**src/design/dcache_geom_pkg.sv**
```systemverilog
// Geometry is fixed at 4 ways of 64-byte lines; only set count and address width vary.
package dcache_geom_pkg;

    // ------------------------------
    // Cache shape.
    // ------------------------------
    localparam int N_WAYS      = 4;
    localparam int WAY_W       = 2;   // Way number width.
    localparam int LINE_BYTES  = 64;
    localparam int LINE_W      = 512;
    localparam int DWORD_W     = 64;
    localparam int OFFSET_W    = 6;   // Byte offset within a line.
    localparam int DWORD_SEL_W = 3;   // Doubleword select within a line.

    // ------------------------------
    // Types.
    // ------------------------------
    typedef logic [WAY_W-1:0] way_t;

    // One line, seen as doublewords or as bytes.
    // Read path and doubleword lanes use the first view, the byte merge the second.
    typedef union packed {
        logic [LINE_W/DWORD_W-1:0][DWORD_W-1:0] dwords;
        logic [LINE_BYTES-1:0][7:0]             bytes;
    } line_t;

    typedef logic [LINE_BYTES-1:0] byte_mask_t;  // One enable per line byte.

endpackage

```
**src/design/dcache_op_pkg.sv**
```systemverilog
// Store encodings follow the RISC-V SB/SH/SW/SD size field; misaligned stores are aligned down.
package dcache_op_pkg;

    // ------------------------------
    // Store type.
    // ------------------------------
    typedef enum logic [1:0] {
        ST_BYTE  = 2'd0,
        ST_HALF  = 2'd1,
        ST_WORD  = 2'd2,
        ST_DWORD = 2'd3
    } store_type_t;

    localparam int MAX_STORE_BYTES = 8;  // Widest store lane.

    // ------------------------------
    // Replacement.
    // ------------------------------
    // Tree bits per set, updated on each hit access.
    localparam int PLRU_W = 3;

endpackage

```
**src/design/dcache_access_if.sv**
```systemverilog
// Carries one decoded access per cycle; no handshake, all fields are combinational.
`timescale 1ns/1ps

interface dcache_access_if #(
    parameter int SET_COUNT  = 16,
    parameter int ADDR_WIDTH = 64
);
    import dcache_geom_pkg::*;

    localparam int IDX_W = $clog2(SET_COUNT);
    localparam int TAG_W = ADDR_WIDTH - IDX_W - OFFSET_W;

    logic [IDX_W-1:0]       index;       // Set index.
    logic [TAG_W-1:0]       tag;
    logic [DWORD_SEL_W-1:0] dword_sel;   // Doubleword within the line.
    byte_mask_t             byte_mask;   // Store byte enables.
    line_t                  write_line;  // Store data in its lane.

    // ------------------------------
    // Views.
    // ------------------------------
    modport decoder (
        output index, tag, dword_sel, byte_mask, write_line
    );

    modport tag_side (
        input index, tag
    );

    modport data_side (
        input index, dword_sel, byte_mask, write_line
    );

endinterface

```
**src/design/dcache_addr_decode.sv**
```systemverilog
// Purely combinational; store offsets are aligned down to the store size, never faulted.
`timescale 1ns/1ps

module dcache_addr_decode #(
    parameter int SET_COUNT  = 16,
    parameter int ADDR_WIDTH = 64
) (
    input  logic [ADDR_WIDTH-1:0]             i_addr,
    input  dcache_op_pkg::store_type_t        i_store_type,
    input  logic [dcache_geom_pkg::DWORD_W-1:0] i_write_data,
    dcache_access_if.decoder                  o_acc
);
    import dcache_geom_pkg::*;
    import dcache_op_pkg::*;

    localparam int IDX_W = $clog2(SET_COUNT);
    localparam int TAG_W = ADDR_WIDTH - IDX_W - OFFSET_W;

    logic [OFFSET_W-1:0]        byte_off;
    logic [OFFSET_W-1:0]        lane_base;   // First byte of the store lane.
    logic [MAX_STORE_BYTES-1:0] small_mask;  // Enables within one doubleword.
    logic [2:0]                 align;
    logic [DWORD_W-1:0]         lane_data;

    // ------------------------------
    // Address split.
    // ------------------------------
    assign o_acc.tag       = i_addr[ADDR_WIDTH-1 -: TAG_W];
    assign o_acc.index     = i_addr[OFFSET_W +: IDX_W];
    assign o_acc.dword_sel = i_addr[OFFSET_W-1 -: DWORD_SEL_W];
    assign byte_off        = i_addr[OFFSET_W-1:0];

    // ------------------------------
    // Store lane.
    // ------------------------------
    always_comb begin
        small_mask = 8'h01;
        align      = 3'd0;
        unique case (i_store_type)
            ST_BYTE:  begin small_mask = 8'h01; align = 3'd0; end
            ST_HALF:  begin small_mask = 8'h03; align = 3'd1; end
            ST_WORD:  begin small_mask = 8'h0f; align = 3'd3; end
            ST_DWORD: begin small_mask = 8'hff; align = 3'd7; end
        endcase

        lane_base = byte_off & ~OFFSET_W'(align);

        // Keep only the low bytes that the store writes.
        for (int b = 0; b < MAX_STORE_BYTES; b++) begin
            lane_data[b*8 +: 8] = small_mask[b] ? i_write_data[b*8 +: 8] : 8'h00;
        end

        o_acc.byte_mask  = byte_mask_t'(small_mask) << lane_base;
        o_acc.write_line = line_t'(LINE_W'(lane_data) << {lane_base, 3'b000});
    end

endmodule

```
**src/flat_wrapper.sv**
```systemverilog
// flat-port wrapper written by rule: the top's interface ports become plain ports
module dcache_addr_decode_flat import dcache_geom_pkg::*; import dcache_op_pkg::*;
#(
    parameter int SET_COUNT  = 16,
    parameter int ADDR_WIDTH = 64
)
  (i_addr, i_store_type, i_write_data, o_acc_index, o_acc_tag, o_acc_dword_sel, o_acc_byte_mask, o_acc_write_line);
  dcache_access_if #(.SET_COUNT(SET_COUNT), .ADDR_WIDTH(ADDR_WIDTH)) o_acc_i ();
  input  logic [ADDR_WIDTH-1:0] i_addr;
  input  dcache_op_pkg::store_type_t i_store_type;
  input  logic [dcache_geom_pkg::DWORD_W-1:0] i_write_data;
  output wire logic [$bits(o_acc_i.index)-1:0] o_acc_index;
  output wire logic [$bits(o_acc_i.tag)-1:0] o_acc_tag;
  output wire logic [$bits(o_acc_i.dword_sel)-1:0] o_acc_dword_sel;
  output wire logic [$bits(o_acc_i.byte_mask)-1:0] o_acc_byte_mask;
  output wire logic [$bits(o_acc_i.write_line)-1:0] o_acc_write_line;
  assign o_acc_index = o_acc_i.index;
  assign o_acc_tag = o_acc_i.tag;
  assign o_acc_dword_sel = o_acc_i.dword_sel;
  assign o_acc_byte_mask = o_acc_i.byte_mask;
  assign o_acc_write_line = o_acc_i.write_line;
  dcache_addr_decode #(.SET_COUNT(SET_COUNT), .ADDR_WIDTH(ADDR_WIDTH)) u_core (.i_addr(i_addr), .i_store_type(i_store_type), .i_write_data(i_write_data), .o_acc(o_acc_i));
endmodule
```
**config.mk**
```make
export PLATFORM = sky130hd
export DESIGN_NAME = dcache_addr_decode_flat
export DESIGN_NICKNAME = d
export VERILOG_FILES = /design/src/design/dcache_geom_pkg.sv /design/src/design/dcache_op_pkg.sv /design/src/design/dcache_access_if.sv /design/src/design/dcache_addr_decode.sv /design/src/flat_wrapper.sv
export SDC_FILE = /design/constraint.sdc
export NUM_CORES = 1
export LEC_CHECK = 0
export BUFFER_PORTS_ARGS = -buffer_cell sky130_fd_sc_hd__buf_2
export CAP_MARGIN = 25
export CORE_AREA = 10 10 289 291
export DETAILED_ROUTE_END_ITERATION = 8
export DIE_AREA = 0 0 299 301
export PLACE_DENSITY_LB_ADDON = 0.15
export REMOVE_ABC_BUFFERS = 1
export SETUP_SLACK_MARGIN = 0.1
export SLEW_MARGIN = 20
export SYNTH_ARGS = -nofsm -noshare
export SYNTH_HDL_FRONTEND = slang
export SYNTH_SLANG_ARGS = --single-unit
```
**constraint.sdc**
```tcl
create_clock -name vclk -period 2.12
set_input_delay 0.212 -clock vclk [all_inputs]
set_output_delay 0.212 -clock vclk [all_outputs]
set_load 0.005 [all_outputs]
```
==> run metrics <==
status=finished, final reports clean; RSZ-0062 raised after global routing=yes; FF/Latch Area=0 um^2; row count=102; cell area after placement=0.009485 mm^2; Layout clock buffers=0; critical path endpoint category=primary output; slowest stage delay, CP=0.59 ns; Die ar.=0.09000 mm^2; fin. max-slew vios=0; Die Span Y=301 um; via/cell ratio=3.429; register area share after synthesis=0; CP max FO=26; initial drt markers=502; most common cell after layout, fill and taps aside=buf_2; VDD IR-drop max=0.00003717 V; Mean Syn Cell Area=4.937 um^2; GRT Total Usage=0.1276; YS warnings=0; Post-Synthesis Cells=922; most frequent cells in the layout=buf_2, nor2_1, buf_4, nand2_1, buf_12; worst path buffer plus inverter count=4; Fin Hold WS=0.4240 ns; relative slew slack=0.5238; Worst EP arrival=1.75 ns; first-pass GRT wire length=81340 um; fin crit period=1.965 ns; crit path from=i_store_type[0]; power density over the cells=172.0 mW/mm^2; gp weighted congestion=0.7557; total gr overflow=0; Synth cell types=40; slowest CP cell=o21a_1; P&R area growth vs syn=110.9%; Tcrit/Tclk final=0.9269; vias post-DR=8897; HP Class=in -> out; initial core utilization=0.05886; I/O Buffers=651; WL final=62120 um; CP top delay family=buffers and inverters; FF+latch count=0; min-delay src=i_addr[41]; Req. time, crit path=1.91 ns; FMAX=508.9 MHz; ratio of cells with drive above 1 in the final layout=0.5345; final hold violation count=0; I/O pins=767; leakage=0.005591 uW; crit path launch type=input pin; vias in the first global route=9278; largest net degree at the start of global routing=40; post-route ant nets=0; post-DR wirelength/cell=23.94 um; Die X=299 um; max_cap viols=0; post-detail-place hpwl=52350 um; Final Power=1651 uW; worst-path cell chain=buf_2 -> buf_12 -> or2_1 -> buf_12 -> o21a_1 -> nor2_1 -> buf_2; antenna violations before repair=25; fin area=0.009599 mm^2; Setup Viol. Count Final=0; worst slew pin tran=0.7142 ns; Post-Syn Area=0.004552 mm^2; drt pass-1 iters=5; total core area=0.07734 mm^2; critical path type=in -> out; # DRC=0; Final nets=1681
==> metrics by stage <==
step | utilization | setup TNS (ns) | setup slack (ns) | instances
floorplan | - | -1.813 | -0.1435 | 779
global placement | 0.1226 | -0.6887 | -0.1236 | 2586
detailed placement | 0.1226 | -0.4251 | -0.05161 | 2586
CTS | 0.1234 | 0 | 0.1003 | 2588
global route | 0.1239 | 0 | 0.09257 | 2589
finish | 0.1241 | 0 | 0.1551 | 2595
==> per-layer routing <==
layer  part of all wire  track usage  wire length, um
met5             0.0044     0.009730              275
met2               0.44       0.2035            27410
met1               0.43       0.1581            26600
met4              0.017      0.01774             1057
met3               0.11      0.05778             6779
==> final timing paths <==
path | slack (ns) | depth (start not counted) | to
max | 0.16 | 7 | o_acc_write_line[15]
min | 0.42 | 0 | o_acc_tag[31]
==> final cells by class <==
type / instances / area, um^2
multi-input combinational: 779 / 3784
tap: 1040 / 1301
timing repair buffer: 770 / 4499
fill: 9247 / 67740
antenna: 6 / 15.01
==> cell usage after synthesis, types with 11 or more instances <==
master	count	area share
nor2_1	562	0.46
buf_4	64	0.11
clkbuf_1	38	0.031
nand2_1	38	0.031
buf_2	33	0.036
o21ai_0	24	0.026
and2_1	17	0.023
a22oi_1	13	0.021
nor2b_1	13	0.018
nand2b_1	12	0.016
nand3_1	11	0.012
==> what timing repair did <==
action / in CTS / in global routing
resized for setup: 9 / 18
setup endpoints to repair: 259 / 112
hold buffers: 0 / 0
buffers inserted: 2 / 1
pin swaps: 1 / 1
==> power by group <==
| part | internal, uW | switching, uW | total (uW) |
|---|---|---|---|
| sequential | 0 | 0 | 0 |
| combinational | 606 | 1050 | 1650 |
| clock | 0.000190 | 0 | 0.000190 |
| total | 606 | 1050 | 1650 |
==> cell families (layout without fill, tap and decap cells) <==
logic type	Yosys count	after routing	share of synthesized area
other cells	0	6	0
compound gates	112	112	0.2240
buf+inv	143	770	0.1855
simple gates	667	667	0.5904
(Power assumes the default switching activity.)
